[src/hw/sync_macros.svh]
`ifndef SYNC_MACROS_SVH
`define SYNC_MACROS_SVH

////////////////////////////////////////////////////////////////////////////
// burst layout, all sizes in samples
////////////////////////////////////////////////////////////////////////////

`define FFT_POINT    16  // samples per symbol
`define CP_NUM       4   // cyclic prefix length
`define SYNC_SYM_NUM 2   // repeated sync symbols
`define DATA_SYM_NUM 4

`define SYMS_TOTAL   (`SYNC_SYM_NUM + `DATA_SYM_NUM)

// one burst with every cyclic prefix included
`define BURST_SIZE   (`SYMS_TOTAL * (`FFT_POINT + `CP_NUM))
`define IN_BUFF_SIZE (2 * `BURST_SIZE)  // input buffer holds two bursts
`define SEARCH_NUM   `BURST_SIZE        // candidate start indices

`define OUT_SIZE     (`SYMS_TOTAL * `FFT_POINT)  // symbols without prefixes

// distance between the two sync symbols
`define LAG          (`FFT_POINT + `CP_NUM)

`endif

[src/hw/sync_pkg.sv]
package sync_pkg;

  // raw input sample
  typedef logic signed [7:0] sample_t;

  // correlation P, a sum of FFT_POINT sample products
  typedef logic signed [23:0] corr_t;

  // energy R, sum of squares so never negative
  typedef logic [23:0] energy_t;

  // addresses
  typedef logic [7:0] in_addr_t;   // input buffer, also candidate index
  typedef logic [6:0] out_addr_t;  // output buffer and read_ptr

endpackage

[src/hw/peak_detector.sv]
`timescale 1ns/1ps

module peak_detector (
  input  logic               clk,
  input  logic               reset,
  input  logic               tx_done,
  input  logic               cand_valid,
  input  sync_pkg::in_addr_t cand_idx,
  input  sync_pkg::corr_t    cand_p,
  input  sync_pkg::energy_t  cand_r,
  input  logic               sweep_done,
  output logic               frame_detected,
  output sync_pkg::in_addr_t frame_start
);

  sync_pkg::energy_t  abs_p;
  sync_pkg::energy_t  best_abs_p;
  sync_pkg::energy_t  best_r;
  sync_pkg::in_addr_t best_idx;
  logic               have_best;
  logic [47:0]        lhs;
  logic [47:0]        rhs;
  logic               better;

  assign abs_p = cand_p[23] ? sync_pkg::energy_t'(-cand_p) : sync_pkg::energy_t'(cand_p);

  // |P|/R > |Pb|/Rb without a divider
  assign lhs = 48'(abs_p) * 48'(best_r);
  assign rhs = 48'(best_abs_p) * 48'(cand_r);

  // zero energy never wins, ties keep the earlier index
  assign better = (cand_r != '0) && (!have_best || lhs > rhs);

  always_ff @(posedge clk) begin
    if (reset || tx_done) begin
      have_best      <= 1'b0;
      best_idx       <= '0;  // start index when no candidate qualifies
      frame_detected <= 1'b0;
    end else begin
      if (cand_valid && better) begin
        have_best <= 1'b1;
        best_idx  <= cand_idx;
      end
      if (sweep_done) frame_detected <= 1'b1;
    end
  end

  always_ff @(posedge clk) begin
    if (cand_valid && better) begin
      best_abs_p <= abs_p;
      best_r     <= cand_r;
    end
  end

  assign frame_start = best_idx;

endmodule

[config.mk]
export PLATFORM = sky130hd
export DESIGN_NAME = peak_detector
export DESIGN_NICKNAME = d
export VERILOG_FILES = /design/src/hw/sync_macros.svh /design/src/hw/sync_pkg.sv /design/src/hw/peak_detector.sv
export SDC_FILE = /design/constraint.sdc
export NUM_CORES = 2
export LEC_CHECK = 0
export BUFFER_PORTS_ARGS = -buffer_cell sky130_fd_sc_hd__buf_2
export CAP_MARGIN = 5
export CORE_MARGIN = 3
export CORE_UTILIZATION = 35
export CTS_CLUSTER_SIZE = 24
export DETAILED_ROUTE_END_ITERATION = 10
export PLACE_DENSITY = 0.56
export SLEW_MARGIN = 20
export SYNTH_ARGS = -nofsm -noshare
export SYNTH_HDL_FRONTEND = slang
export SYNTH_SLANG_ARGS = --single-unit
[constraint.sdc]
create_clock -name clk -period 13.4 [get_ports clk]
set_clock_uncertainty 0.15 [all_clocks]
set_input_delay 2.68 -clock clk [delete_from_list [all_inputs] [get_ports clk]]
set_output_delay 2.68 -clock clk [all_outputs]
set_load 0.05 [all_outputs]
==> results.cfg <==
[run_status]
outcome = finished clean

[clock_network]
clockBufferDepth = 2
clock_sinks = 58
cts.clk_slew.worst_paths_ns = 0.06
cts_buffers = 9
cts_root_buffer = clkbuf_16
cts_tree = built
clk_latency_ns = 0.36
htree_levels = 3
hold_buffers = 0

[synthesis]
synth_top_area_share = 0.471
syn_nets = 6012
syn_avg_cell_area_um2 = 8.93
ys_ff_latch = 58
syn_inst = 4590
synthTopCellsByCount = inv_1, fa_1, nand2_1
synth.most_common_cell = inv_1
synth_cell_types = 66
ys_seq_area_frac = 0.0400
syn_area_um2 = 41000
synth_ff_type = edfxtp_1
synthArstFlopShare = 0
synth_top_cell_by_area = fa_1
synth_area_leaders = fa_1, ha_1, inv_1
synth-edff-count = 48
ys_warn_count = 0

[place]
place.gp.congestion = 0.890
dpl.cell_count = 6022
place_hpwl_mm = 89.3
port_buffers = 69

[floorplan]
num_rows = 124
start_util = 0.356
die_height_um = 348
die_w_um = 348
ios = 70
coreArea_um2 = 115000
die_area_um2 = 121000

[detailed_routing]
routed.top_layer = met4
ant_nets = 0
avgRoutedWirePerCell_um = 19.0
wl_met1_mm = 49.9
wl_mm = 115
route.met3.wl_mm = 6.47
drcViolationCount = 0
via_per_inst = 5.00
vias = 30200
drtIter0Drc = 1611
drt_pass1_iterations = 6
wl_met2_mm = 56.5

[critical_path]
critPathSlowestCell = fa_1
cpPeakStageDelay_ns = 0.59
cp.required_ns = 13.30
crit-reg2reg-launch = best_abs_p[15]
crit_path_end_kind = register
worstPathMaxFanout = 28
crit_arrival_ns = 12.77
crit_type = primary input to register
critPathLaunch = cand_p[6]
start_kind = primary input
crit_top_cell = fa_1

[layout]
final_cells = 6041
drive_above_1_share = 0.0481
nNetsFinal = 5945
area_growth_pct = 6.24
nFillCells = 11900

[timing]
max_freq_ghz = 0.0777
finalHoldViolations = 0
setup_violations = 0
finalMaxSlewViolations = 0
whs_ns = 0.307
post-route-period-util = 0.960
period_minus_slack_ns = 12.87
worstMarginPinSlew_ns = 1.10
maxSlewHeadroom = 0.263

[grt]
grt_antenna_before_repair = 5
grt_max_degree = 29
grt_pass1_vias = 32800
track_usage = 0.197
grt_pass1_wl_mm = 187
overflow = 0

[worst_hold_path]
min_path_type = register to register
min-delay-start = frame_start[7]

[job]
cap_violations = 0
## worst paths after layout
path	to	slack, ns	cells past startpoint
worst max-delay path	best_r[21]	0.53	38
worst min-delay path	frame_start[7]	0.31	2
worst max register to register	best_r[21]	3.70	30
worst min register to register	frame_start[7]	0.31	2
## cell type report
class	instances	area, um2	share of cell area
diodes	1	2.50	0.0000575
clock buffers	10	229	0.00526
clock inverters	6	33.8	0.000776
inverters	1078	4050	0.0929
multi-input cells	3220	34600	0.795
flip-flops and latches	58	1640	0.0377
well taps	1512	1890	0.0434
repair buffers	156	1080	0.0247
## metrics by stage
stage          worst slack, ns   util  TNS (ns)  area (um2)
2_1_floorplan            0.491      -         0       41000
3_3_place_gp             0.145  0.374         0       43200
3_5_place_dp           0.00665  0.375         0       43200
4_1_cts                  0.331  0.377         0       43400
5_1_grt                -0.0131  0.378   -0.0131       43600
6_report                 0.529  0.378         0       43600
## cell families after synthesis
logic type               Yosys count  synth area share
multiplexers                       9           0.00220
XOR/XNOR                         109            0.0233
AO/OA/AOI/OAI                    326            0.0520
flip-flops                        58            0.0400
buffers and inverters           1312             0.121
adder cells (fa/ha/maj)         1361             0.592
AND/OR/NAND/NOR                 1415             0.170
## routing by layer
layer,vias up,track usage
met3,109,0.0239
li1,13400,-
met2,782,0.340
met4,0,0.0329
met1,15900,0.268
met5,-,0
## layout by cell type (no fill, tap or decap), drive strengths merged, types with 10 or more instances in the layout
| cell | synthesis | routed |
|---|---|---|
| nand2 | 709 | 709 |
| a21o | 67 | 67 |
| nor4 | 13 | 13 |
| and3 | 11 | 11 |
| edfxtp | 48 | 48 |
| o21ai | 59 | 59 |
| nand4 | 28 | 28 |
| clkbuf | 224 | 11 |
| and2 | 521 | 521 |
| nand3 | 24 | 24 |
| nand2b | 16 | 16 |
| buf | 10 | 155 |
| ha | 397 | 397 |
| nor2 | 48 | 48 |
| nor2b | 11 | 11 |
| xor2 | 33 | 33 |
| fa | 964 | 964 |
| a21oi | 98 | 98 |
| o211ai | 11 | 11 |
| nor3 | 14 | 14 |
| dfxtp | 10 | 10 |
| inv | 1078 | 1078 |
| xnor2 | 76 | 76 |
| a31oi | 10 | 10 |
## registers in the layout, summed over array words and instances (netlist names)
register,count
best_abs_p,24
best_r,24
frame_start,8
frame_detected,1
have_best,1
## critical path: cells and delay by family
kind            cells  cell delay [ns]
simple gates       12             2.63
fa+ha+maj           9             4.20
xor+xnor            2             0.36
compound gates      8             1.87
buf+inv             7             0.97
## timing repair
| item | 4_1_cts | 5_1_grt |
|---|---|---|
| setup endpoints to repair | 0 | 56 |
| buffers inserted | 0 | 0 |
| gates resized for setup | 0 | 18 |
Power is left out: the tool's default activity adds up to more than one toggle a clock period on the data nets, which glitch-free logic cannot reach.
