## src/hw/sync_macros.svh

```systemverilog
`ifndef SYNC_MACROS_SVH
`define SYNC_MACROS_SVH

////////////////////////////////////////////////////////////////////////////
// burst layout, all sizes in samples
////////////////////////////////////////////////////////////////////////////

`define FFT_POINT    16  // samples per symbol
`define CP_NUM       4   // cyclic prefix length
`define SYNC_SYM_NUM 2   // repeated sync symbols
`define DATA_SYM_NUM 4

`define SYMS_TOTAL   (`SYNC_SYM_NUM + `DATA_SYM_NUM)

// one burst with every cyclic prefix included
`define BURST_SIZE   (`SYMS_TOTAL * (`FFT_POINT + `CP_NUM))
`define IN_BUFF_SIZE (2 * `BURST_SIZE)  // input buffer holds two bursts
`define SEARCH_NUM   `BURST_SIZE        // candidate start indices

`define OUT_SIZE     (`SYMS_TOTAL * `FFT_POINT)  // symbols without prefixes

// distance between the two sync symbols
`define LAG          (`FFT_POINT + `CP_NUM)

`endif

```

## src/hw/sync_pkg.sv

```systemverilog
package sync_pkg;

  // raw input sample
  typedef logic signed [7:0] sample_t;

  // correlation P, a sum of FFT_POINT sample products
  typedef logic signed [23:0] corr_t;

  // energy R, sum of squares so never negative
  typedef logic [23:0] energy_t;

  // addresses
  typedef logic [7:0] in_addr_t;   // input buffer, also candidate index
  typedef logic [6:0] out_addr_t;  // output buffer and read_ptr

endpackage

```

## src/hw/sample_buffer.sv

```systemverilog
`timescale 1ns/1ps
`include "sync_macros.svh"

module sample_buffer (
  input  logic               clk,
  input  logic               reset,
  input  logic               tx_done,
  input  sync_pkg::sample_t  din,
  input  logic               wren,
  output logic               buff_full,
  input  sync_pkg::in_addr_t addr_a,
  input  sync_pkg::in_addr_t addr_b,
  input  logic               copy_busy,
  input  sync_pkg::in_addr_t copy_addr,
  output sync_pkg::sample_t  rd_a,
  output sync_pkg::sample_t  rd_b
);

  sync_pkg::sample_t  mem [`IN_BUFF_SIZE];
  sync_pkg::in_addr_t wr_cnt;     // next write address
  sync_pkg::in_addr_t port_a_addr;
  logic               accept;

  assign accept = wren && !buff_full;  // drop samples once full

  // copy engine borrows port A after the sweep
  assign port_a_addr = copy_busy ? copy_addr : addr_a;

  ////////////////////////////////////////////////////////////////////////////
  // write side
  ////////////////////////////////////////////////////////////////////////////

  always_ff @(posedge clk) begin
    if (reset || tx_done) begin
      wr_cnt    <= '0;
      buff_full <= 1'b0;
    end else if (accept) begin
      wr_cnt <= wr_cnt + 1'b1;
      if (wr_cnt == sync_pkg::in_addr_t'(`IN_BUFF_SIZE - 1)) begin
        buff_full <= 1'b1;  // last slot taken
      end
    end
  end

  always_ff @(posedge clk) begin
    if (accept) begin
      mem[wr_cnt] <= din;
    end
  end

  // two registered read ports on the same array
  always_ff @(posedge clk) begin
    rd_a <= mem[port_a_addr];
    rd_b <= mem[addr_b];
  end

endmodule

```

## config.mk

```make
export PLATFORM = sky130hd
export DESIGN_NAME = sample_buffer
export DESIGN_NICKNAME = d
export VERILOG_FILES = /design/src/hw/sync_pkg.sv /design/src/hw/sample_buffer.sv
export VERILOG_INCLUDE_DIRS = /design/src /design/src/hw
export SDC_FILE = /design/constraint.sdc
export NUM_CORES = 2
export LEC_CHECK = 0
export ABC_AREA = 1
export BUFFER_PORTS_ARGS = -buffer_cell sky130_fd_sc_hd__clkbuf_2
export CORE_MARGIN = 2
export CORE_UTILIZATION = 35
export DETAILED_ROUTE_END_ITERATION = 16
export PLACE_DENSITY = 0.47
export SYNTH_ARGS = -nofsm -noshare
export SYNTH_HDL_FRONTEND = slang
export SYNTH_SLANG_ARGS = --single-unit
```

## constraint.sdc

```tcl
create_clock -name clk -period 4.2 [get_ports clk]
set_clock_uncertainty 0.05 [all_clocks]
set_input_delay 0.42 -clock clk [delete_from_list [all_inputs] [get_ports clk]]
set_output_delay 0.42 -clock clk [all_outputs]
set_load 0.005 [all_outputs]
```

==> metrics.cfg <==
[clock_network]
cts_setup_buffers=0
cts.sinks=1945
cts_buffer_depth=4
clkLatencyLatePin_ns=0.91
cts_tree=done
numCtsBuffers=227
cts_root_buf=clkbuf_16
postCtsHoldBufs=10
htreeDepth=4
path_clk_slew_ns=0.06
cts_resized=0

[pwr]
power_density_mw_per_mm2=411
vdd_drop_max_uv=356
leakage_uw=0.0456

[critical_path]
path_class=in2reg
worstReg2RegEnd=mem[193][2]
reg2reg_from=wr_cnt[3]
r2r_cells=5
rrSetupSlack_ns=0.76
worstPathRequired_ns=4.91
cp-end-kind=register
start_kind=input pin
critPathArrivalTime_ns=4.22
worstPathMaxFanout=35

[timing]
relSlewSlack_pct=13.6
drv_slew=0
fmax_mhz=285
final.setup.worst_slack_ns=0.690
setup_tns_ns=0
min_period_ns=3.51
rsz0062_at_grt=false
tightest_slew_ns=1.29
setup_viol=0
hold_violations=0
worst_hold_slack_ns=0.0814
period_share_pct=83.6

[min_path]
hold_path_end=mem[235][3]
whs_path_depth=1
worstHoldStart=din[3]
hold_class=in2reg

[grt]
grt.overflow.total=0
grt_pass1_wl_mm=594
grt_pass1_vias=81600
grt_antenna_before_repair=12
grt_use_total_pct=27.6
grt_max_degree=141

[placement]
pre_cts_slack_ns=-0.00317
io_buffers=53
post-dp-hpwl_mm=258
dpl_cell_area_mm2=0.108
place_congestion=0.929

[finish]
layout.nets=11500
area_growth_pct=13.3
drive_gt1_share_pct=7.45
utilization_pct=39.7
final_area_mm2=0.115

[status]
outcome=finished clean

[drt]
drtPass1Iterations=8
antenna_left=0
wirelength_mm=419
post-route-drc-count=0
wl_per_cell_um=26.9
vias=87000
vias_per_cell=5.59
initialDrtViolationCount=11300

[floorplan]
ios=54
start_util_pct=35.1
die_h_um=543
num_rows=198
core_mm2=0.290
die_w_um=543
dieArea_mm2=0.295

[synth]
synthesis.nets=11700
synth.ff_latch_count=1945
synth_top_cell_by_area=edfxtp_1
ys_top_cells_by_area=edfxtp_1, nand3_1, nand2_1
synth_area_mm2=0.102
yosysWarnings=0
synthCells=11600
yosys.cell_types.count=32
syn_avg_cell_area_um2=8.77
seq_area_frac_synth_pct=57.1
synth_top_area_share_pct=56.6

[run]
maxCapViolCount=0

-- layout make-up --
cell class	count	area, µm²
antenna	10	25.0
clock buffer	293	6130
clock inverter	116	1150
fill	28800	175000
inverter	1629	6160
multi-input combinational	7157	33400
sequential	1945	58200
tap	3900	4880
timing repair buffer	518	5500
-- critical path: stages --
cell and delay (ns):
clkbuf_2 0.49, nand2_2 0.40, nand2_8 0.42, buf_4 0.51
nand2_1 0.09, nand3_1 0.09, nand3_1 0.08, nand3_1 0.15
nand3_1 0.23, nand3_1 0.35, nand3_1 0.30, nand3_1 0.53
nand2_1 0.09
-- sequential cells by signal (all words and copies together) (netlist names) --
register and flops:
rd_b 8, buff_full 1, rd_a 8, wr_cnt 8
mem 1920
-- routing by layer --
metal / up-vias / wire [µm] / GRT usage [%]
met1: 42600 / 172000 / 37.3
met5: - / 84 / 0
met3: 818 / 35000 / 4.25
met2: 4360 / 190000 / 43.5
met4: 14 / 22300 / 13.2
li1: 39200 / - / -
-- layout by cell type, fill, tap and decap left out, drive strengths merged, types with 4 or more instances in the layout --
cell / instances
ha: 4
a21oi: 901
nand2: 2100
edfxtp: 1920
buf: 468
nor2: 337
o22ai: 4
o21ai: 1177
o211ai: 101
dlygate4sd3: 10
dfxtp: 25
bufinv: 23
o221ai: 8
inv: 1629
clkbuf: 333
clkinv: 88
nand3: 2479
nand3b: 41
diode: 10
clkinvlp: 5
-- cell families after synthesis --
kind of cell,share of synthesized area (%)
compound gates,11.1
fa+ha+maj,0.0491
buf+inv,10.2
flops,57.1
simple gates,21.5
-- how the worst max path moves through the flow --
| stage | from | endpoint | slack (ns) | depth (start not counted) |
|---|---|---|---|---|
| after floorplan | wr_cnt[0] | mem[63][0] | 1.92 | 7 |
| after global placement | copy_busy | rd_a[0] | -0.04 | 11 |
| after detailed placement | copy_busy | rd_a[0] | -0.003 | 13 |
| after CTS | buff_full | mem[199][6] | 0.81 | 7 |
| after global routing | copy_busy | rd_a[0] | 0.69 | 13 |
| final | copy_busy | rd_a[0] | 0.69 | 13 |
-- Yosys cell counts --
library cell	count
nand2_1	2093
edfxtp_1	1920
a2111oi_0	1
nand2_2	3
o221ai_1	8
nor2_4	1
nor3_1	1
nand2_8	1
o21ai_1	49
o21ai_2	2
clkinv_1	3
dfxtp_1	25
buf_1	122
buf_4	48
o22ai_1	4
nor2_1	336
inv_1	1622
buf_2	312
nand3_1	2479
nor4_1	2
buf_8	1
inv_2	3
o211ai_1	101
nand2_4	3
buf_6	56
nand3b_1	41
ha_1	4
inv_4	1
a21oi_1	901
o21ai_0	1126
o21a_1	1
clkbuf_1	343
-- where the power goes --
group / leakage, µW / internal (µW) / total [µW] / switching (µW)
sequential: 0.0175 / 21400 / 21400 / 65.7
combinational: 0.0245 / 1560 / 6030 / 4470
clock: 0.00358 / 11600 / 20000 / 8350
total: 0.0456 / 34500 / 47400 / 12900
-- through the flow --
stage                     total power, µW  cells
after floorplan                     24900  11600
after global placement              27700  15100
after detailed placement            27700  15100
after CTS                           47600  15600
after global routing                48700  15600
final                               47400  15600
No activity file was read; power rests on OpenSTA's default activity.
