File: config.mk
export PLATFORM = sky130hd
export DESIGN_NAME = cp_remover
export DESIGN_NICKNAME = d
export VERILOG_FILES = /design/src/hw/sync_pkg.sv /design/src/hw/cp_remover.sv
export VERILOG_INCLUDE_DIRS = /design/src /design/src/hw
export SDC_FILE = /design/constraint.sdc
export NUM_CORES = 1
export LEC_CHECK = 0
export ABC_CLOCK_PERIOD_IN_PS = 2200
export BUFFER_PORTS_ARGS = -buffer_cell sky130_fd_sc_hd__buf_2
export CAP_MARGIN = 20
export CORE_ASPECT_RATIO = 0.75
export CORE_UTILIZATION = 36
export DETAILED_ROUTE_END_ITERATION = 7
export PLACE_DENSITY = 0.62
export SYNTH_ARGS = -nofsm -noshare
export SYNTH_HDL_FRONTEND = slang
export SYNTH_SLANG_ARGS = --single-unit
export TNS_END_PERCENT = 10
File: constraint.sdc
create_clock -name clk -period 2.2 [get_ports clk]
set_input_delay 0.11 -clock clk [delete_from_list [all_inputs] [get_ports clk]]
set_output_delay 0.11 -clock clk [all_outputs]
set_load 0.01 [all_outputs]
File: src/hw/sync_macros.svh
`ifndef SYNC_MACROS_SVH
`define SYNC_MACROS_SVH

////////////////////////////////////////////////////////////////////////////
// burst layout, all sizes in samples
////////////////////////////////////////////////////////////////////////////

`define FFT_POINT    16  // samples per symbol
`define CP_NUM       4   // cyclic prefix length
`define SYNC_SYM_NUM 2   // repeated sync symbols
`define DATA_SYM_NUM 4

`define SYMS_TOTAL   (`SYNC_SYM_NUM + `DATA_SYM_NUM)

// one burst with every cyclic prefix included
`define BURST_SIZE   (`SYMS_TOTAL * (`FFT_POINT + `CP_NUM))
`define IN_BUFF_SIZE (2 * `BURST_SIZE)  // input buffer holds two bursts
`define SEARCH_NUM   `BURST_SIZE        // candidate start indices

`define OUT_SIZE     (`SYMS_TOTAL * `FFT_POINT)  // symbols without prefixes

// distance between the two sync symbols
`define LAG          (`FFT_POINT + `CP_NUM)

`endif

File: src/hw/sync_pkg.sv
package sync_pkg;

  // raw input sample
  typedef logic signed [7:0] sample_t;

  // correlation P, a sum of FFT_POINT sample products
  typedef logic signed [23:0] corr_t;

  // energy R, sum of squares so never negative
  typedef logic [23:0] energy_t;

  // addresses
  typedef logic [7:0] in_addr_t;   // input buffer, also candidate index
  typedef logic [6:0] out_addr_t;  // output buffer and read_ptr

endpackage

File: src/hw/cp_remover.sv
`timescale 1ns/1ps
`include "sync_macros.svh"

module cp_remover (
  input  logic                clk,
  input  logic                reset,
  input  logic                tx_done,
  input  logic                frame_detected,
  input  sync_pkg::in_addr_t  frame_start,
  output logic                copy_busy,
  output sync_pkg::in_addr_t  copy_addr,
  input  sync_pkg::sample_t   rd_a,
  output logic                wr_en,
  output sync_pkg::out_addr_t wr_addr,
  output sync_pkg::sample_t   wr_data,
  output logic                out_full
);

  sync_pkg::in_addr_t  src;   // source address in the input buffer
  sync_pkg::out_addr_t cnt;   // samples read so far
  logic [3:0]          seg;   // position inside the current symbol
  logic                issue;

  assign issue = copy_busy && (cnt < sync_pkg::out_addr_t'(`OUT_SIZE));

  ////////////////////////////////////////////////////////////////////////////
  // copy engine, OUT_SIZE reads then one cycle to drain the last write
  ////////////////////////////////////////////////////////////////////////////

  always_ff @(posedge clk) begin
    if (reset || tx_done) begin
      copy_busy <= 1'b0;
      out_full  <= 1'b0;
      wr_en     <= 1'b0;
      cnt       <= '0;
      src       <= '0;
      seg       <= '0;
    end else begin
      wr_en <= issue;  // read data returns next cycle
      if (frame_detected && !copy_busy && !out_full) begin
        copy_busy <= 1'b1;
        cnt       <= '0;
        src       <= frame_start;
        seg       <= '0;
      end else if (copy_busy) begin
        if (cnt == sync_pkg::out_addr_t'(`OUT_SIZE)) begin
          copy_busy <= 1'b0;
          out_full  <= 1'b1;
        end else begin
          cnt <= cnt + 1'b1;
          if (seg == 4'(`FFT_POINT - 1)) begin
            seg <= '0;
            src <= src + sync_pkg::in_addr_t'(`CP_NUM + 1);  // jump the next prefix
          end else begin
            seg <= seg + 1'b1;
            src <= src + 1'b1;
          end
        end
      end
    end
  end

  // write address follows the read by one cycle
  always_ff @(posedge clk) begin
    wr_addr <= cnt;
  end

  assign copy_addr = src;
  assign wr_data   = rd_a;

endmodule

==> summary.md <==
| Metric | Value |
|---|---|
| Sw Pwr | 0.250 mW |
| Worst path max stage delay | ~0.46 ns |
| CP startpoint | cnt[0] |
| Reg-to-Reg Start | cnt[0] |
| Cells after Synth | around 140 |
| Design Area, Final | 1490 um2 |
| Post-synthesis register bit count | 29 |
| Largest net degree at the start of global routing | 14 |
| DIE HEIGHT | 54.0 um |
| # Post-CTS Setup Buffers | 0 |
| Clock power share | 40.9% |
| IO buf count | 29 |
| DR vias/cell | between 5 and 6 |
| Std cell rows | 18 |
| Largest cells by area after synthesis | dfxtp_1 45%, xor2_1 6.1%, a21oi_1 5.0%, buf_4 4.6%, ha_1 3.9% |
| First-pass GRT wire length | 4.35 mm |
| WHS | 0.0566 ns |
| Sequential area share after synthesis | 44.7% |
| Number of synthesized flops with an enable pin | 0 |
| CTS root buffer | clkbuf_8 |
| Antenna cells | 0 |
| Synth top area share | between 40% and 50% |
| Hold Vio Cnt, Final | 0 |
| Internal Power | slightly below 0.8 mW |
| Share of cells above drive strength 1 | 29.4% |
| Arrival time at the worst endpoint | 1.99 ns |
| Slew Limit Fails | 0 |
| Delay-heaviest family, CP | compound AO/OA/AOI/OAI gates |
| DR pass1 iterations | 6 |
| Clock sinks | 29 |
| Post-DP Area | between 1000 and 1500 um2 |
| Switching Share | about a quarter |
| Starting DRT DRC Count | 51 |
| Yosys warnings | 0 |
| CTS Buffer Depth | 2 |
| Final setup skew | 0.00862 ns |
| Post-CTS sizing | 0 |
| Critical Path End Type | register |
| Top FF cell, synth | dfxtp_1 |
| F_max | 562 MHz |
| Antenna Violating Nets Remaining | 0 |
| Worst Tran Pin Value | 0.542 ns |
| Syn_nets | 162 |
| CP startpoint kind | register |
| Distinct cells, synth | 34 |
| Vias in the first global route | 957 |
| Via count | about 1k |
| Sequential fraction of design power | a little over half |
| Initial Util | 38.7% |
| FFs w/ async S/R, synth | 0% |
| RSZ-0062 raised after global routing | false |
| Layout net count | 186 |
| CTS Hold Bufs | 0 |
| Relative slew margins | 63.8% |
| WP data required | roughly 2.4 ns |
| Clk pin slew, worst setup/hold paths | 0.07 ns |
| Hold Path Origin | frame_start[7] |
| CTS tree | yes |
| Failing checks | DRC |
| Tot Pwr | ~1.0 mW |
| Setup violations, final | 0 |
| Status | finished with violations |
| Area of the core | 3360 um2 |
| Latest clock arrival within the worst-skew pair | 0.28 ns |
| Peak supply drop | 376 uV |
| Commonest cells after routing, fill and taps aside | 29 x dfxtp_1, 29 x buf_2, 13 x a21oi_1 |
| Cell Chain, Critical Path | inv_1 -> ha_1 -> nand2b_4 -> o41a_1 -> nand3_1 -> xor2_1 -> a21oi_1 |
| CP Buf/Inv Count | 1 |
| Die ar. | 3850 um2 |
| Synth Area per Inst | 9.41 um2 |
| Leading area contributor after synthesis | dfxtp_1 |
| P per Cell Area | 691 nW/um2 |
| Crit path kind | register to register |
| Placed insts | 195 |
| Worst-path maximum fanout | 11 |
| Post-route DRC | 4 |
| Combinational share of power | approximately 6.4% |
| Post-DP HPWL | 1.92 mm |
| Max cap viols | 0 |
| Initial antenna violation count | 0 |
| IO Pins | 46 |
| Wire per inst | 12.8 um |
| CTS Buf Count | 5 |
| RePlAce Congestion | 0.768 |
| Fin cells | roughly 200 |
| Overflow after GRT | 0 |
| H-tree depth | 2 |
| All-layer global routing usage | 15.4% |
| Post-Synthesis Cell Area | 1300 um2 |
| WL final | 2.61 mm |
| Final Critical Period | 1.78 ns |
| HP Class | input pin to register |
| CP max-delay cell | o41a_1 |
| Lkg Pwr | 0.599 nW |
| Crit share post-route | 80.8% |
| Setup TNS | 0 ns |
| Area grow syn2layout | 14.9% |
| Die width | just over 70 um |
-- per-layer routing --
| layer | wire length, um | global-route usage [%] | part of all wire (%) |
|---|---|---|---|
| met1 | 1290 | 18.7 | 49 |
| met2 | 1140 | 24.9 | 44 |
| met3 | 124 | 4.49 | 4.8 |
| met4 | 51 | 9.00 | 2.0 |
| met5 | 0 | 0 | 0 |
-- sequential cells by signal (all words and copies together), names as in the netlist --
register   cells
cnt            7
copy_busy      1
wr_en          1
out_full       1
seg            4
copy_addr      8
wr_addr        7
-- cell families after synthesis --
| group | count (synthesis) | share of synthesized area [%] |
|---|---|---|
| buf+inv | 16 | 8.48 |
| simple gates | 47 | 19.3 |
| compound gates | 27 | 13.0 |
| fa+ha+maj | 6 | 5.78 |
| xor+xnor | 13 | 8.77 |
| flops | 29 | 44.7 |
-- worst paths after layout --
path,depth (start not counted),slack (ns),end
hold / removal,3,0.06,copy_addr[7]
hold reg to reg,0,0.39,wr_addr[6]
setup reg to reg,7,0.42,copy_addr[4]
setup / recovery,7,0.42,copy_addr[4]
-- tightest hold or removal path: cells and delay by family --
family                 cells  cell delay [ns]
AND/OR/NAND/NOR            1             0.05
AO/OA/AOI/OAI              1             0.07
buffers and inverters      1             0.08
-- stage by stage --
step                      setup WS (ns)  utilization, %
after global placement            0.504            41.9
after CTS                         0.412            44.5
after floorplan                   0.594               -
after global routing              0.257            44.5
after detailed placement          0.411            41.9
final                             0.422            44.5
-- cells in the mapped netlist, types with 3 or more instances --
cell type / number
nand4_1: 3
dfxtp_1: 29
nor2_1: 9
buf_2: 4
and3_1: 3
a21oi_1: 13
buf_4: 8
nor3_1: 3
nand2_1: 12
xnor2_1: 4
ha_1: 4
o21ai_0: 8
xor2_1: 9
nand3_1: 4
-- power groups by stage --
stage	clock (mW)	combinational, mW	sequential, mW
3_5_place_dp	0	0.0663	0.556
6_report	0.421	0.0659	0.544
5_1_grt	0.457	0.0739	0.545
3_3_place_gp	0	0.0644	0.555
4_1_cts	0.430	0.0664	0.544
2_1_floorplan	0	0.0532	0.556
-- final cells by class --
type | instances | area (um2)
fill | 335 | 1860
multi-input combinational | 93 | 608
sequential | 29 | 581
timing repair buffer | 31 | 160
clock buffer | 5 | 68.8
tap | 40 | 50.0
clock inverter | 3 | 17.5
inverter | 2 | 7.51
(Power assumes the default switching activity.)
