<file path="config.mk">
export PLATFORM = sky130hd
export DESIGN_NAME = out_buffer
export DESIGN_NICKNAME = d
export VERILOG_FILES = /design/src/hw/sync_pkg.sv /design/src/hw/out_buffer.sv
export VERILOG_INCLUDE_DIRS = /design/src /design/src/hw
export SDC_FILE = /design/constraint.sdc
export NUM_CORES = 1
export LEC_CHECK = 0
export BUFFER_PORTS_ARGS = -buffer_cell sky130_fd_sc_hd__buf_2
export CORE_MARGIN = 2
export CORE_UTILIZATION = 50
export DETAILED_ROUTE_END_ITERATION = 10
export PLACE_DENSITY = 0.75
export SLEW_MARGIN = 20
export SYNTH_ARGS = -nofsm -noshare
export SYNTH_HDL_FRONTEND = slang
export SYNTH_SLANG_ARGS = --single-unit
</file>
<file path="constraint.sdc">
create_clock -name clk -period 2.6 [get_ports clk]
set_input_delay 0.26 -clock clk [delete_from_list [all_inputs] [get_ports clk]]
set_output_delay 0.26 -clock clk [all_outputs]
set_load 0.05 [all_outputs]
</file>
<file path="src/hw/sync_macros.svh">
`ifndef SYNC_MACROS_SVH
`define SYNC_MACROS_SVH

////////////////////////////////////////////////////////////////////////////
// burst layout, all sizes in samples
////////////////////////////////////////////////////////////////////////////

`define FFT_POINT    16  // samples per symbol
`define CP_NUM       4   // cyclic prefix length
`define SYNC_SYM_NUM 2   // repeated sync symbols
`define DATA_SYM_NUM 4

`define SYMS_TOTAL   (`SYNC_SYM_NUM + `DATA_SYM_NUM)

// one burst with every cyclic prefix included
`define BURST_SIZE   (`SYMS_TOTAL * (`FFT_POINT + `CP_NUM))
`define IN_BUFF_SIZE (2 * `BURST_SIZE)  // input buffer holds two bursts
`define SEARCH_NUM   `BURST_SIZE        // candidate start indices

`define OUT_SIZE     (`SYMS_TOTAL * `FFT_POINT)  // symbols without prefixes

// distance between the two sync symbols
`define LAG          (`FFT_POINT + `CP_NUM)

`endif

</file>
<file path="src/hw/sync_pkg.sv">
package sync_pkg;

  // raw input sample
  typedef logic signed [7:0] sample_t;

  // correlation P, a sum of FFT_POINT sample products
  typedef logic signed [23:0] corr_t;

  // energy R, sum of squares so never negative
  typedef logic [23:0] energy_t;

  // addresses
  typedef logic [7:0] in_addr_t;   // input buffer, also candidate index
  typedef logic [6:0] out_addr_t;  // output buffer and read_ptr

endpackage

</file>
<file path="src/hw/out_buffer.sv">
`timescale 1ns/1ps
`include "sync_macros.svh"

module out_buffer (
  input  logic                clk,
  input  logic                reset,
  input  logic                tx_done,
  input  logic                wr_en,
  input  sync_pkg::out_addr_t wr_addr,
  input  sync_pkg::sample_t   wr_data,
  input  logic                out_full,
  input  sync_pkg::out_addr_t read_ptr,
  output sync_pkg::sample_t   dout
);

  sync_pkg::sample_t mem [`OUT_SIZE];
  sync_pkg::sample_t rd_q;  // ram output register

  always_ff @(posedge clk) begin
    if (wr_en) mem[wr_addr] <= wr_data;
    if (out_full) rd_q <= mem[read_ptr];
  end

  // second stage, holds while the buffer is not ready
  always_ff @(posedge clk) begin
    if (reset || tx_done) begin
      dout <= '0;
    end else if (out_full) begin
      dout <= rd_q;
    end
  end

endmodule

</file>
==> impl_metrics.tcl, run 1 <==
set metrics [dict create \
    clock.fmax_mhz 476 \
    grt_pass1_wl_um 105000 \
    syn_to_final_growth_pct 16.3 \
    fin_util 0.588 \
    synth-simple-area-share 0.0354 \
    peakVddDrop_uv 560 \
    cts_setup_buffers 0 \
    hold_start "wr_data[1]" \
    drt-initial-drc-count 2000 \
    cp.arrival_ns 2.42 \
    grt_util_all_layers 0.230 \
    start_util 0.505 \
    die_width_um 251 \
    synth_top_family_by_area "multiplexers" \
    finalHoldViolCount 0 \
    clock_latency_ns 0.62 \
    clk_pin_slew_worst_paths_ns 0.06 \
    finalSetupViolations 0 \
    yosys_warnings 0 \
    startpoint_type "flop" \
    period_share 0.807 \
    final_cells 2514 \
    cts_tree "built" \
    io_pins 35 \
    fp.dieArea_um2 62900 \
    dieHeight_um 251 \
    hp-class "in2reg" \
    overflow 0 \
    synth_nets 1472 \
    cts_buffers 78 \
    rows 90 \
    finalCriticalPeriod_ns 2.10 \
    grt_max_degree 97 \
    mostFrequentLayoutCell "edfxtp_1" \
    status "finished, final reports clean" \
    max-cap-violations 0 \
    leakagePower_nw 11.5 \
    synth-xor-area-share 0 \
    ys_seq_elements 784 \
    place_inst 2366 \
    final_cell_mix "edfxtp_1 (776), mux4_2 (182), buf_4 (159)" \
    htreeDepth 3 \
    clock_sinks 784 \
    cts-root-buf "clkbuf_16" \
    synthAdderAreaFrac 0 \
    ys_types 36 \
    synth_area_um2 30400 \
    rsz0062_at_grt "no" \
    tns_ns 0 \
    worstMarginPinSlew_ns 1.07 \
    critPathCaptureType "flop" \
    synth_cells 1445 \
    cts_resized 0 \
    synthMuxAreaShare 0.160 \
    crit_type "reg2reg" \
    final_area_um2 35400 \
    clock_path_buffers 3 \
    synth_compound_area_frac 0.0211 \
    coreArea_um2 60200 \
    nNetsFinal 1694 \
    postRouteAntennaNets 0 \
    vias 15500 \
    ys_seq_area_frac 0.771 \
    cts_hold_buf 3 \
    wire_per_inst_um 28.0 \
    slew_headroom 0.290 \
    place.gp.congestion 0.853 \
    worstSetupStartpoint "mem[12][1]" \
    crit_required_ns 2.93 \
    avgViaCountPerCell 6.16 \
    finalClockSkew_ns 0.0198 \
    powerDensity_nw_per_um2 751 \
    hpwl_um 43500 \
    place_area_um2 32800 \
    antenna_found_initial 8 \
    first_pass_iters 5 \
    cp_max_fo 1 \
    wl_um 70500 \
    r2r_start "mem[12][1]" \
    grt_pass1_vias 15700 \
    drive_gt1_frac 0.298 \
    maxSlewViolCount 0 \
    avgSynthCellArea_um2 21.1 \
    drc 0 \
    numPortBuffers 34 \
]
## final timing paths
check,to,slack (ns),cells past startpoint
worst min-delay path,mem[36][1],0.12,1
worst min register to register,dout[0],0.49,2
worst max register to register,rd_q[1],0.50,6
worst max-delay path,rd_q[1],0.50,6
## final cells by class
class,count,area [µm²]
antenna,3,7.51
clock buffer,95,2140
clock inverter,47,440
fill,4167,24800
inverter,1,3.75
multi-input combinational,589,6590
sequential,784,23500
tap,782,978
timing repair buffer,213,1790
## logic make-up after synthesis
logic type | after synthesis
buf+inv | 72
simple gates | 239
mux | 258
flops | 784
compound gates | 92
## report_power, final
group	total, mW	switching (mW)	internal, mW
logic	1.34	0.821	0.523
clock network	11.3	4.61	6.66
registers	14.0	0.0261	14.0
total	26.6	5.46	21.1
## routing by layer
layer	track usage	share of wire	vias to the layer above
met3	0.0475	0.095	142
met5	0	0.00057	-
met2	0.360	0.48	767
met4	0.0671	0.027	6
li1	-	-	6456
met1	0.330	0.40	8126
## registers in the layout, indices dropped and copies added (netlist names)
signal	count
dout	8
mem	768
rd_q	8
## cells in the mapped netlist
library cell	number	area (µm²)
nand3b_1	3	22.5
nor3_1	13	65.1
dfxtp_1	8	160
a221oi_1	9	78.8
o221ai_1	5	43.8
or2_2	2	12.5
buf_1	1	3.75
mux2i_1	72	721
a211oi_1	3	22.5
edfxtp_1	776	23300
nand2_1	44	165
mux4_2	182	4100
a21oi_1	10	50.1
nand2b_1	13	81.3
or3b_2	2	17.5
nor2b_1	16	100
nor2_1	105	394
buf_4	12	90.1
and2_1	4	25.0
o211ai_1	8	60.1
clkbuf_1	18	67.6
buf_2	35	175
o21ai_0	13	65.1
or3_1	3	18.8
a21boi_0	2	15.0
mux2_2	4	45.0
buf_6	5	56.3
a221o_1	2	20.0
nand4b_1	1	8.76
nand3_1	31	155
o22ai_1	10	62.6
a31oi_1	4	25.0
clkinv_1	1	3.75
o2111ai_1	3	26.3
a22oi_1	23	173
nand4_1	2	12.5
## worst max-delay path, stage by stage, from the launching register on
cell and delay, ns:
edfxtp_1 0.37, mux4_2 0.48, mux2_2 0.27, a221oi_1 0.29
buf_4 0.17, a221o_1 0.13, o211ai_1 0.11
## metrics by stage
stage	setup WS, ns	total power, mW	hold WS (ns)
floorplan	0.566	15.0	0.359
global placement	0.00713	15.5	0.467
detailed placement	-0.0374	15.6	0.484
CTS	0.495	26.8	0.0802
global route	0.399	27.3	0.107
finish	0.501	26.6	0.119
(Power assumes the default switching activity.)
==> run 2: changes to the inputs <==
Settings changed: PLACE_DENSITY 0.75 to 0.78.
Clock period 2.6 ns to 1.9 ns, I/O delays scaled along.
==> impl_metrics.tcl, run 2 (synthesis results as in run 1) <==
set metrics [dict create \
    r2r_slack_ns -0.15 \
    nNetsFinal 1770 \
    min_delay_path_depth 1 \
    worstMarginPinSlew_ns 0.594 \
    leakagePower_nw 11.8 \
    largest_register_ffs 768 \
    peakVddDrop_uv 791 \
    fp.dieArea_um2 62900 \
    drive_gt1_frac 0.333 \
    crit_required_ns 2.24 \
    die_width_um 251 \
    cp.arrival_ns 2.39 \
    htreeDepth 3 \
    mostFrequentLayoutCell "edfxtp_1" \
    cts_setup_buffers 0 \
    rows 90 \
    grt_pass1_vias 16300 \
    dp_slack_ns -0.621 \
    clock_sinks 784 \
    startpoint_type "flop" \
    drt-initial-drc-count 2299 \
    final_cells 2578 \
    multiInputGateArea_um2 6750 \
    start_util 0.505 \
    clk_pin_slew_worst_paths_ns 0.06 \
    clock_latency_ns 0.61 \
    overflow 0 \
    crit_type "reg2reg" \
    grt_max_degree 97 \
    grt_pass1_wl_um 106000 \
    r2r_cells 6 \
    cts_tree "built" \
    final_area_um2 36000 \
    grt_util_all_layers 0.231 \
    place.gp.congestion 0.908 \
    coreArea_um2 60200 \
    place_inst 2445 \
    setup_ws_ns -0.150 \
    period_share 1.08 \
    vias 16000 \
    largest-register "mem" \
    n_antenna_cell 0 \
    dieHeight_um 251 \
    finalHoldViolCount 0 \
    clock_path_buffers 3 \
    cp_max_fo 1 \
    place_area_um2 33500 \
    clock.fmax_mhz 488 \
    status "finished, violations left" \
    finalClockSkew_ns 0.0152 \
    hpwl_um 44500 \
    rsz0062_at_grt "yes" \
    powerDensity_nw_per_um2 981 \
    drc 0 \
    critPathCaptureType "flop" \
    finalSetupViolations 4 \
    maxSlewViolCount 0 \
    antenna_found_initial 2 \
    hold_end "rd_q[7]" \
    cts_buffers 78 \
    max-cap-violations 0 \
    seqCellArea_um2 23500 \
    wl_um 70800 \
    final_cell_mix "edfxtp_1 (776), buf_4 (225), mux4_2 (182)" \
    r2r_start "mem[47][2]" \
    io_pins 35 \
    avgViaCountPerCell 6.21 \
    hp-class "in2reg" \
    slew_headroom 0.602 \
    fill_cells 4064 \
    syn_to_final_growth_pct 18.1 \
    hold_start "out_full" \
    wire_per_inst_um 27.5 \
    postRouteAntennaNets 0 \
    numPortBuffers 34 \
    cts-root-buf "clkbuf_16" \
    failed_checks "setup timing" \
    first_pass_iters 6 \
    finalCriticalPeriod_ns 2.05 \
    largestRegisters "mem: 768 flops, dout: 8 flops, rd_q: 8 flops" \
    r2r-end "rd_q[2]" \
]
run 2: cell types whose count changed in the layout (fill, tap and decap cells not counted), sizes merged:
cell,delta
buf,+76
bufinv,-7
diode,-3
clkinvlp,+3
clkinv,-5
run 2: critical path, stage by stage, from the launching register on:
cell	delay, ns
edfxtp_1	0.36
mux4_2	0.52
mux2i_4	0.22
mux2i_2	0.13
o2111ai_2	0.28
buf_4	0.18
o211ai_1	0.09
run 2: worst max path at each step:
stage	start	end	cells after the start
3_5_place_dp	read_ptr[0]	rd_q[7]	7
5_1_grt	mem[42][6]	rd_q[6]	6
2_1_floorplan	read_ptr[1]	rd_q[6]	8
3_3_place_gp	read_ptr[0]	rd_q[7]	7
4_1_cts	mem[61][2]	rd_q[2]	6
6_report	mem[47][2]	rd_q[2]	6
run 2: layer usage:
layer  global-route usage  up-vias  wire length (µm)
li1                     -     6600                 -
met1                0.328     8304             27500
met2                0.357      952             33400
met3               0.0516      160              7610
met4               0.0797        4              2290
met5                    0        -                24
run 2: metrics by stage:
| step | util | setup TNS (ns) | total power, mW | hold WS (ns) |
|---|---|---|---|---|
| 2_1_floorplan | - | 0 | 20.5 | 0.289 |
| 5_1_grt | 0.597 | -0.516 | 36.2 | 0.0605 |
| 6_report | 0.597 | -0.350 | 35.3 | 0.0700 |
| 3_3_place_gp | 0.556 | -3.66 | 21.4 | 0.471 |
| 4_1_cts | 0.597 | -0.323 | 35.5 | 0.0337 |
| 3_5_place_dp | 0.556 | -3.90 | 21.5 | 0.482 |
run 2: report_power, final:
group	leakage [nW]	switching (mW)	total [mW]	internal, mW
Sequential	7.05	0.0391	19.1	19.1
Clock	1.12	6.20	14.1	7.85
Combinational	3.64	1.21	2.09	0.881
run 2: area by class of cell:
cell class                 count  area share
tap                          782      0.0272
timing repair buffer         289      0.0690
clock inverter                38     0.00633
multi-input combinational    589       0.188
inverter                       1    0.000104
clock buffer                  95      0.0575
sequential                   784       0.652
run 2: repair_timing:
item	in CTS	in global routing
setup endpoints to repair	8	7
pin swaps	8	4
endpoints found under the hold margin	17	0
hold buffers	3	0
gates resized for setup	24	5
