**config.mk**
```make
export PLATFORM = sky130hd
export DESIGN_NAME = timing_metric
export DESIGN_NICKNAME = d
export VERILOG_FILES = /design/src/hw/sync_pkg.sv /design/src/hw/timing_metric.sv
export VERILOG_INCLUDE_DIRS = /design/src /design/src/hw
export SDC_FILE = /design/constraint.sdc
export NUM_CORES = 1
export LEC_CHECK = 0
export BUFFER_PORTS_ARGS = -buffer_cell sky130_fd_sc_hd__buf_2
export CORE_MARGIN = 5
export CORE_UTILIZATION = 40
export CTS_BUF_LIST = sky130_fd_sc_hd__clkbuf_4
export CTS_CLUSTER_DIAMETER = 200
export CTS_CLUSTER_SIZE = 30
export DETAILED_ROUTE_END_ITERATION = 12
export GPL_TIMING_DRIVEN = 0
export HOLD_SLACK_MARGIN = 0.05
export SYNTH_ARGS = -nofsm -noshare
export SYNTH_HDL_FRONTEND = slang
export SYNTH_SLANG_ARGS = --single-unit
```
**constraint.sdc**
```tcl
create_clock -name clk -period 7.6 [get_ports clk]
set_input_delay 0.76 -clock clk [delete_from_list [all_inputs] [get_ports clk]]
set_output_delay 0.76 -clock clk [all_outputs]
set_load 0.02 [all_outputs]
```
**src/hw/sync_macros.svh**
```systemverilog
`ifndef SYNC_MACROS_SVH
`define SYNC_MACROS_SVH

////////////////////////////////////////////////////////////////////////////
// burst layout, all sizes in samples
////////////////////////////////////////////////////////////////////////////

`define FFT_POINT    16  // samples per symbol
`define CP_NUM       4   // cyclic prefix length
`define SYNC_SYM_NUM 2   // repeated sync symbols
`define DATA_SYM_NUM 4

`define SYMS_TOTAL   (`SYNC_SYM_NUM + `DATA_SYM_NUM)

// one burst with every cyclic prefix included
`define BURST_SIZE   (`SYMS_TOTAL * (`FFT_POINT + `CP_NUM))
`define IN_BUFF_SIZE (2 * `BURST_SIZE)  // input buffer holds two bursts
`define SEARCH_NUM   `BURST_SIZE        // candidate start indices

`define OUT_SIZE     (`SYMS_TOTAL * `FFT_POINT)  // symbols without prefixes

// distance between the two sync symbols
`define LAG          (`FFT_POINT + `CP_NUM)

`endif

```
**src/hw/sync_pkg.sv**
```systemverilog
package sync_pkg;

  // raw input sample
  typedef logic signed [7:0] sample_t;

  // correlation P, a sum of FFT_POINT sample products
  typedef logic signed [23:0] corr_t;

  // energy R, sum of squares so never negative
  typedef logic [23:0] energy_t;

  // addresses
  typedef logic [7:0] in_addr_t;   // input buffer, also candidate index
  typedef logic [6:0] out_addr_t;  // output buffer and read_ptr

endpackage

```
**src/hw/timing_metric.sv**
```systemverilog
`timescale 1ns/1ps
`include "sync_macros.svh"

module timing_metric (
  input  logic               clk,
  input  logic               reset,
  input  logic               tx_done,
  input  logic               buff_full,
  output sync_pkg::in_addr_t addr_a,
  output sync_pkg::in_addr_t addr_b,
  input  sync_pkg::sample_t  rd_a,
  input  sync_pkg::sample_t  rd_b,
  output logic               cand_valid,
  output sync_pkg::in_addr_t cand_idx,
  output sync_pkg::corr_t    cand_p,
  output sync_pkg::energy_t  cand_r,
  output logic               sweep_done
);

  logic               running;  // sweep in progress
  logic               swept;    // sweep finished, wait for tx_done
  sync_pkg::in_addr_t d;        // candidate start index
  logic [4:0]         k;        // step inside one candidate
  sync_pkg::corr_t    prod_ab;
  sync_pkg::corr_t    sq_b;
  sync_pkg::corr_t    p_acc;
  sync_pkg::energy_t  r_acc;
  logic               last_cand;

  // first window at d, second one a full symbol plus prefix later
  assign addr_a = d + sync_pkg::in_addr_t'(k);
  assign addr_b = d + sync_pkg::in_addr_t'(k) + sync_pkg::in_addr_t'(`LAG);

  assign prod_ab = sync_pkg::corr_t'(rd_a) * sync_pkg::corr_t'(rd_b);
  assign sq_b    = sync_pkg::corr_t'(rd_b) * sync_pkg::corr_t'(rd_b);

  assign last_cand = (d == sync_pkg::in_addr_t'(`SEARCH_NUM - 1));

  ////////////////////////////////////////////////////////////////////////////
  // candidate sweep
  //   k = 0..FFT_POINT-1  address cycles
  //   k = FFT_POINT       last read data arrives
  //   k = FFT_POINT+1     cand_valid cycle
  ////////////////////////////////////////////////////////////////////////////

  always_ff @(posedge clk) begin
    if (reset || tx_done) begin
      running    <= 1'b0;
      swept      <= 1'b0;
      d          <= '0;
      k          <= '0;
      cand_valid <= 1'b0;
      sweep_done <= 1'b0;
    end else begin
      cand_valid <= running && (k == 5'(`FFT_POINT));
      sweep_done <= cand_valid && last_cand;

      if (buff_full && !running && !swept) begin
        running <= 1'b1;
        d       <= '0;
        k       <= '0;
      end else if (running) begin
        if (k == 5'(`FFT_POINT + 1)) begin
          k <= '0;
          if (last_cand) begin
            running <= 1'b0;
            swept   <= 1'b1;
          end else begin
            d <= d + 1'b1;
          end
        end else begin
          k <= k + 1'b1;
        end
      end
    end
  end

  // read data lags the address by one, so step k carries sample k-1
  always_ff @(posedge clk) begin
    if (running && k == 5'd1) begin
      p_acc <= prod_ab;  // new candidate, restart sums
      r_acc <= sync_pkg::energy_t'(sq_b);
    end else if (running && k >= 5'd2 && k <= 5'(`FFT_POINT)) begin
      p_acc <= p_acc + prod_ab;
      r_acc <= r_acc + sync_pkg::energy_t'(sq_b);
    end
  end

  assign cand_idx = d;
  assign cand_p   = p_acc;
  assign cand_r   = r_acc;

endmodule

```
==> results of run 1 <==
==> registers in the layout (all words and copies together), names as in the netlist <==
name and count:
running 1, cand_r 24, cand_p 24, cand_idx 8, sweep_done 1, swept 1, k 5, cand_valid 1
==> path summary, 6_finish.rpt <==
path / from / endpoint / slack, ns / depth (start not counted)
max: rd_b[5] / cand_p[23]$_DFFE_PP_ / 0.48 / 26
min: reset / swept$_SDFFE_PP0P_ / 0.48 / 2
max reg2reg: k[1]$_SDFFE_PP0P_ / cand_p[14]$_DFFE_PP_ / 3.63 / 9
min reg2reg: swept$_SDFFE_PP0P_ / swept$_SDFFE_PP0P_ / 0.52 / 2
==> per-stage QoR <==
| step | setup WS (ns) | TNS, ns | cell area, um2 |
|---|---|---|---|
| after detailed placement | -1.26 | -10.75 | 11000 |
| after global routing | 0.0903 | 0 | 11200 |
| after global placement | -1.41 | -15.49 | 11000 |
| final | 0.483 | 0 | 11200 |
| after floorplan | 0.253 | 0 | 10100 |
| after CTS | 0.0375 | 0 | 11200 |
==> logic make-up after synthesis <==
group                      count (synthesis)
buffers and inverters                    217
xor gates and xnor gates                  92
muxes                                     13
DFF                                       65
AOI/OAI and AO/OA                        237
adders and majority gates                216
and+or+nand+nor                          301
==> cell type report <==
type / count / share of cell area [%]
clock buffer: 9 / 0.601
clock inverter: 7 / 0.690
multi-input combinational: 859 / 67.1
inverter: 183 / 6.11
tap: 330 / 3.67
buffer: 33 / 1.27
sequential: 65 / 15.8
timing repair buffer: 98 / 4.72
==> per-layer routing <==
layer  wire [um]  vias up  GRT usage, %  share of wire, %
met3         686       16          2.26               2.8
met2       12000      119          29.6                49
met4         228        0          2.73              0.94
met5           0        -             0                 0
li1            -     4066             -                 -
met1       11400     3921          23.7                47
==> synthesized netlist by cell type (all sizes together), types with 12 or more instances <==
| cell | number | share of area [%] |
|---|---|---|
| a21o | 27 | 2.0 |
| a21oi | 72 | 3.6 |
| and2 | 64 | 4.0 |
| clkbuf | 29 | 1.1 |
| dfxtp | 17 | 3.4 |
| edfxtp | 48 | 14 |
| fa | 99 | 20 |
| ha | 117 | 14 |
| inv | 183 | 6.8 |
| nand2 | 73 | 2.7 |
| nand3 | 12 | 0.59 |
| nand4 | 15 | 0.93 |
| nor2 | 58 | 2.1 |
| nor2b | 12 | 0.74 |
| nor3 | 19 | 0.94 |
| o21a | 14 | 1.0 |
| o21ai | 43 | 2.1 |
| o21bai | 15 | 1.1 |
| xnor2 | 63 | 5.4 |
| xor2 | 29 | 2.5 |
==> critical path, cell delays in order <==
cell and delay (ns):
buf_2 0.20, clkbuf_1 0.45, nand2_1 0.15, fa_1 0.53
fa_1 0.55, inv_1 0.05, fa_1 0.54, inv_1 0.06
fa_1 0.53, inv_1 0.04, ha_1 0.30, inv_1 0.08
o21ai_0 0.32, a41oi_2 0.23, nor3_1 0.39, nor3b_4 0.09
buf_12 0.16, ha_1 0.26, clkbuf_1 0.28, nand4_1 0.24
nor2_1 0.15, nor2_1 0.05, o41a_1 0.39, a31o_2 0.22
mux2i_1 0.18, xnor2_1 0.08
==> repair_timing <==
| item | 4_1_cts | 5_1_grt |
|---|---|---|
| pin swaps | 0 | 1 |
| setup buffers | 0 | 5 |
| endpoints found under the setup margin | 12 | 7 |
| gates resized for setup | 4 | 3 |
==> results_dict.tcl, run 1 <==
set metrics [dict create \
    relSlewSlack_pct 46.4 \
    async_flop_share_pct 0 \
    first_iter_violations 421 \
    worstPathArrival_ns 7.32 \
    antenna_found_initial 0 \
    multi_input_area_um2 7550 \
    finalCoreUtilization_pct 44.9 \
    crit_required_ns 7.80 \
    route.detailed.drc 0 \
    drt_wl_total_um 24300 \
    setup_viol 0 \
    maxCapViolCount 0 \
    synth-xor-area-share_pct 7.95 \
    postCtsHoldBufs 0 \
    seqCellArea_um2 1780 \
    postRouteAntennaNets 0 \
    synth_top_family_by_area "adder cells" \
    ys_seq_area_share_pct 17.6 \
    grt_overflow 0 \
    vias 8122 \
    wl_per_cell_um 15.4 \
    synth-simple-area-share_pct 15.3 \
    grt_max_degree 28 \
    synth-adder-area-share_pct 34.0 \
    critical_path_class "in -> reg" \
    drv_slew 0 \
    final.min_clock_period_ns 7.12 \
    status "finished clean" \
    drive_gt1_share_pct 11.8 \
    synth-edff-count 48 \
    cts-root-buf "clkbuf_4" \
    clock_latency_ns 0.44 \
    io-pin-count 94 \
    synthMuxAreaShare_pct 1.41 \
    dpl.hpwl_um 19900 \
    cts_sinks 65 \
    port_buffers 92 \
    ys_dominant_reg_cell "edfxtp_1" \
    start_kind "input pin" \
    dp.cells 1564 \
    synthDistinctLibCells 65 \
    finalHoldViolCount 0 \
    tightest_slew_ns 0.804 \
    yosysWarnings 0 \
    fin_crit_sh_pct 93.6 \
    grt.total_usage_pct 17.2 \
    clockBufferDepth 2 \
    end_kind "flip-flop" \
    fp.dieArea_um2 28600 \
    hold_slack_ns 0.477 \
    row_count 58 \
    critPathMaxFanout 11 \
    instances_no_fill 1584 \
    die_w_um 169 \
    synth_seq_cells 65 \
    vias_per_cell 5.13 \
    layout_common_cells "inv_1 (183), ha_1 (117), fa_1 (99), buf_2 (93), nand2_1 (72)" \
    syn_nets 1377 \
    holdCritPathClass "in -> reg" \
    cts_tree "done" \
    rsz0062_at_grt "false" \
    detail_route.first_pass.iterations 4 \
    cts_made_buffers 9 \
    grt_pass1_wl_um 40600 \
    syn_area_um2 10100 \
    fillers 2514 \
    clkTransAtPathRegs_ns 0.15 \
    postSynthAreaPerCell_um2 8.88 \
    coreArea_um2 25000 \
    syn_to_final_growth_pct 11.0 \
    cts-htree-levels 3 \
    die_h_um 169 \
    diodes 0 \
    start_util_pct 40.5 \
    fin_skew_ns 0.0196 \
    gp_congestion 0.863 \
    fin_nets 1485 \
    fmax_mhz 141 \
    syn_inst 1141 \
    synth_compound_area_share_pct 15.5 \
    final_common_cell "inv_1" \
    grt_pass1_vias 8130 \
]
Power of run 1 is left out: the tool's default activity adds up to more than one toggle a clock period on the data nets, which glitch-free logic cannot reach.
==> run 2, diff against run 1 <==
--- a/config.mk
+++ b/config.mk
@@ -7,6 +7,7 @@
 export NUM_CORES = 1
 export LEC_CHECK = 0
 export BUFFER_PORTS_ARGS = -buffer_cell sky130_fd_sc_hd__buf_2
+export CORE_ASPECT_RATIO = 1.25
 export CORE_MARGIN = 5
 export CORE_UTILIZATION = 40
 export CTS_BUF_LIST = sky130_fd_sc_hd__clkbuf_4
@@ -15,6 +16,8 @@
 export DETAILED_ROUTE_END_ITERATION = 12
 export GPL_TIMING_DRIVEN = 0
 export HOLD_SLACK_MARGIN = 0.05
+export MAX_ROUTING_LAYER = met4
+export PLACE_DENSITY = 0.72
 export SYNTH_ARGS = -nofsm -noshare
 export SYNTH_HDL_FRONTEND = slang
 export SYNTH_SLANG_ARGS = --single-unit
==> results_dict.tcl, run 2 (synthesized netlist as in run 1, its figures left out) <==
set metrics [dict create \
    worstPathArrival_ns 7.35 \
    start_kind "input pin" \
    postCtsHoldBufs 0 \
    dp.cells 1570 \
    grt.total_usage_pct 17.5 \
    grt_pass1_vias 8416 \
    status "finished clean" \
    finalHoldViolCount 0 \
    drv_slew 0 \
    critPathMaxFanout 11 \
    fillers 2478 \
    cts_sinks 65 \
    first_iter_violations 437 \
    postRouteAntennaNets 0 \
    route.detailed.drc 0 \
    coreArea_um2 25100 \
    holdCritPathClass "in -> reg" \
    seqCellArea_um2 1780 \
    drive_gt1_share_pct 11.7 \
    syn_to_final_growth_pct 11.0 \
    fin_nets 1485 \
    vias 8268 \
    setup_viol 0 \
    die_h_um 188 \
    fin_crit_sh_pct 93.5 \
    io-pin-count 94 \
    fp.dieArea_um2 28600 \
    drt_wl_total_um 23800 \
    grt_overflow 0 \
    cts-root-buf "clkbuf_4" \
    die_w_um 152 \
    critical_path_class "in -> reg" \
    row_count 65 \
    final.min_clock_period_ns 7.11 \
    gp_congestion 0.883 \
    fmax_mhz 141 \
    final_common_cell "inv_1" \
    fin_skew_ns 0.0223 \
    cp_slowest_cell "fa_1" \
    grt_pass1_wl_um 40500 \
    start_util_pct 40.3 \
    clkTransAtPathRegs_ns 0.13 \
    crit_path_max_incr_delay_ns 0.55 \
    detail_route.first_pass.iterations 6 \
    finalCoreUtilization_pct 44.7 \
    crit_required_ns 7.84 \
    layout_common_cells "inv_1 (183), ha_1 (117), fa_1 (99), buf_2 (93), nand2_1 (72)" \
    maxCapViolCount 0 \
    cts-htree-levels 3 \
    antenna_found_initial 4 \
    cts_made_buffers 9 \
    clock_latency_ns 0.49 \
    end_kind "flip-flop" \
    instances_no_fill 1593 \
    grt_max_degree 37 \
    port_buffers 92 \
    multi_input_area_um2 7540 \
    cp_common_cell "fa_1" \
    cts_tree "done" \
    dpl.hpwl_um 19500 \
    wl_per_cell_um 15.0 \
    clockBufferDepth 2 \
    hold_slack_ns 0.428 \
    tightest_slew_ns 0.857 \
    vias_per_cell 5.19 \
    rsz0062_at_grt "false" \
    relSlewSlack_pct 42.0 \
]
[run 2: final timing paths]
| check | from | to | slack, ns | cells after the start |
|---|---|---|---|---|
| min | tx_done | swept$_SDFFE_PP0P_ | 0.43 | 2 |
| min reg2reg | cand_valid$_SDFF_PP0_ | sweep_done$_SDFF_PP0_ | 0.49 | 1 |
| max reg2reg | k[1]$_SDFFE_PP0P_ | cand_p[1]$_DFFE_PP_ | 3.59 | 9 |
| max | rd_b[2] | cand_p[23]$_DFFE_PP_ | 0.49 | 28 |
[run 2: repair_timing]
item / in CTS / in global routing
endpoints found under the setup margin: 0 / 6
resized for setup: 0 / 3
buffers inserted: 0 / 3
endpoints found under the hold margin: 0 / 0
[run 2: worst max-delay path: cells and delay by family]
| kind | cells | cell delay (ns) |
|---|---|---|
| adder cells (fa/ha/maj) | 6 | 2.73 |
| buffers and inverters | 8 | 1.39 |
| AO/OA/AOI/OAI | 6 | 1.35 |
| AND/OR/NAND/NOR | 6 | 0.81 |
| multiplexers | 1 | 0.18 |
| XOR/XNOR | 1 | 0.08 |
[run 2: final cells by class]
class / instances / share of cell area, %
plain buffers: 34 / 1.29
well taps: 335 / 3.73
multi-input cells: 859 / 67.0
inverters: 183 / 6.11
clock inverters: 7 / 0.612
flip-flops and latches: 65 / 15.8
repair buffers: 97 / 4.68
diodes: 4 / 0.0890
clock buffers: 9 / 0.601
[run 2: per-stage QoR]
stage                     setup slack (ns)  TNS, ns  area, um2
final                                0.493        0      11200
after global placement               -1.27   -12.13      11000
after global routing                 0.111        0      11200
after floorplan                      0.253        0      10100
after CTS                           0.0671        0      11200
after detailed placement            -0.435    -1.19      11100
[run 2: layer usage]
layer	up-vias	wire length [um]	global-route usage, %
li1	4071	-	-
met3	22	920	2.47
met4	0	429	4.91
met5	-	0	-
met2	149	12200	29.9
met1	4026	10300	21.7
Power of run 2 is left out for the same reason.
==> run 3, diff against run 2 <==
==> constraint.sdc (replaced) <==
create_clock -name clk -period 5.88 [get_ports clk]
set_input_delay 0.588 -clock clk [delete_from_list [all_inputs] [get_ports clk]]
set_output_delay 0.588 -clock clk [all_outputs]
set_load 0.02 [all_outputs]
==> results_dict.tcl, run 3 (synthesized netlist as in run 1, its figures left out) <==
set metrics [dict create \
    status "finished clean" \
    gp_congestion 0.903 \
    postRouteAntennaNets 0 \
    finalHoldViolCount 0 \
    multi_input_area_um2 8370 \
    relSlewSlack_pct 43.5 \
    cp_slowest_cell "fa_2" \
    detail_route.first_pass.iterations 5 \
    layout_common_cells "inv_1 (162), fa_1 (91), buf_2 (85), ha_1 (85), nand2_1 (66)" \
    fin_nets 1535 \
    drv_slew 0 \
    maxCapViolCount 0 \
    path_buf_inv 9 \
    seqCellArea_um2 1780 \
    grt_pass1_vias 8722 \
    start_kind "input pin" \
    syn_to_final_growth_pct 26.4 \
    path_depth 28 \
    grt_max_degree 38 \
    final.min_clock_period_ns 5.86 \
    fin_skew_ns 0.0266 \
    drt_wl_total_um 25700 \
    tightest_slew_ns 0.836 \
    cts_made_buffers 9 \
    dpl.hpwl_um 19600 \
    crit_path_max_incr_delay_ns 0.53 \
    fp.dieArea_um2 28600 \
    crit_family "adder cells" \
    setup_viol 0 \
    clkTransAtPathRegs_ns 0.13 \
    grt_overflow 0 \
    route.detailed.drc 0 \
    vias_per_cell 5.27 \
    fmax_mhz 171 \
    holdCritPathClass "in -> reg" \
    io-pin-count 94 \
    start_util_pct 40.3 \
    row_count 65 \
    crit_required_ns 6.11 \
    whs_path_depth 2 \
    end_kind "flip-flop" \
    grt_pass1_wl_um 41500 \
    critPathMaxFanout 6 \
    port_buffers 92 \
    fillers 2249 \
    clock_latency_ns 0.47 \
    vias 8644 \
    die_h_um 188 \
    cts_sinks 65 \
    rsz0062_at_grt "true" \
    worstPathArrival_ns 6.09 \
    clockBufferDepth 2 \
    antenna_found_initial 2 \
    cts_tree "done" \
    wl_per_cell_um 15.6 \
    coreArea_um2 25100 \
    cts-htree-levels 3 \
    critical_path_class "in -> reg" \
    finalCoreUtilization_pct 50.9 \
    fin_crit_sh_pct 99.6 \
    final_common_cell "inv_1" \
    cts-root-buf "clkbuf_4" \
    drive_gt1_share_pct 26.4 \
    grt.total_usage_pct 17.7 \
    first_iter_violations 576 \
    die_w_um 152 \
    reg2reg_depth 9 \
]
[run 3: cell count changes in the layout (fill, tap and decap cells not counted), sizes merged]
cell	previous run	this run
buf	102	161
clkinv	3	2
bufinv	1	2
diode	4	2
inv	186	185
clkbuf	38	30
[run 3: area by class of cell]
cell class	count	area share, %
Antenna cell	2	0.0391
Buffer	33	2.39
Clock buffer	10	0.586
Clock inverter	6	0.704
Inverter	183	5.38
Multi-Input combinational cell	859	65.4
Sequential cell	65	13.9
Tap cell	335	3.27
Timing Repair Buffer	148	8.35
[run 3: worst paths after layout]
kind | slack, ns | startpoint | to
max | 0.02 | rd_b[4] | cand_r[23]$_DFFE_PP_
min | 0.28 | reset | swept$_SDFFE_PP0P_
max reg2reg | 1.91 | k[1]$_SDFFE_PP0P_ | cand_p[6]$_DFFE_PP_
min reg2reg | 0.51 | cand_valid$_SDFF_PP0_ | sweep_done$_SDFF_PP0_
[run 3: stage by stage]
stage	TNS, ns	hold WS (ns)	worst slack (ns)	cells	instance area, um2
2_1_floorplan	-0.894	0.476	-0.266	1141	10500
3_3_place_gp	-18.11	0.472	-1.13	1568	11300
3_5_place_dp	-19.73	0.481	-1.22	1569	11400
4_1_cts	-0.283	0.246	-0.0951	1610	12000
5_1_grt	-0.726	0.247	-0.207	1641	12800
6_report	0	0.276	0.0227	1641	12800
[run 3: timing repair]
item	4_1_cts	5_1_grt
gates resized for setup	56	130
hold buffers	0	0
endpoints found under the setup margin	21	23
pin swaps	34	68
buffers inserted	24	28
gates cloned	1	3
[run 3: per-layer routing]
| layer | wire length, um | track usage [%] | up-vias |
|---|---|---|---|
| met5 | 0 | - | - |
| met4 | 582 | 6.19 | 0 |
| met3 | 835 | 1.89 | 39 |
| met2 | 13400 | 30.2 | 160 |
| met1 | 10900 | 21.9 | 4284 |
| li1 | - | - | 4161 |
Power of run 3 is left out for the same reason.
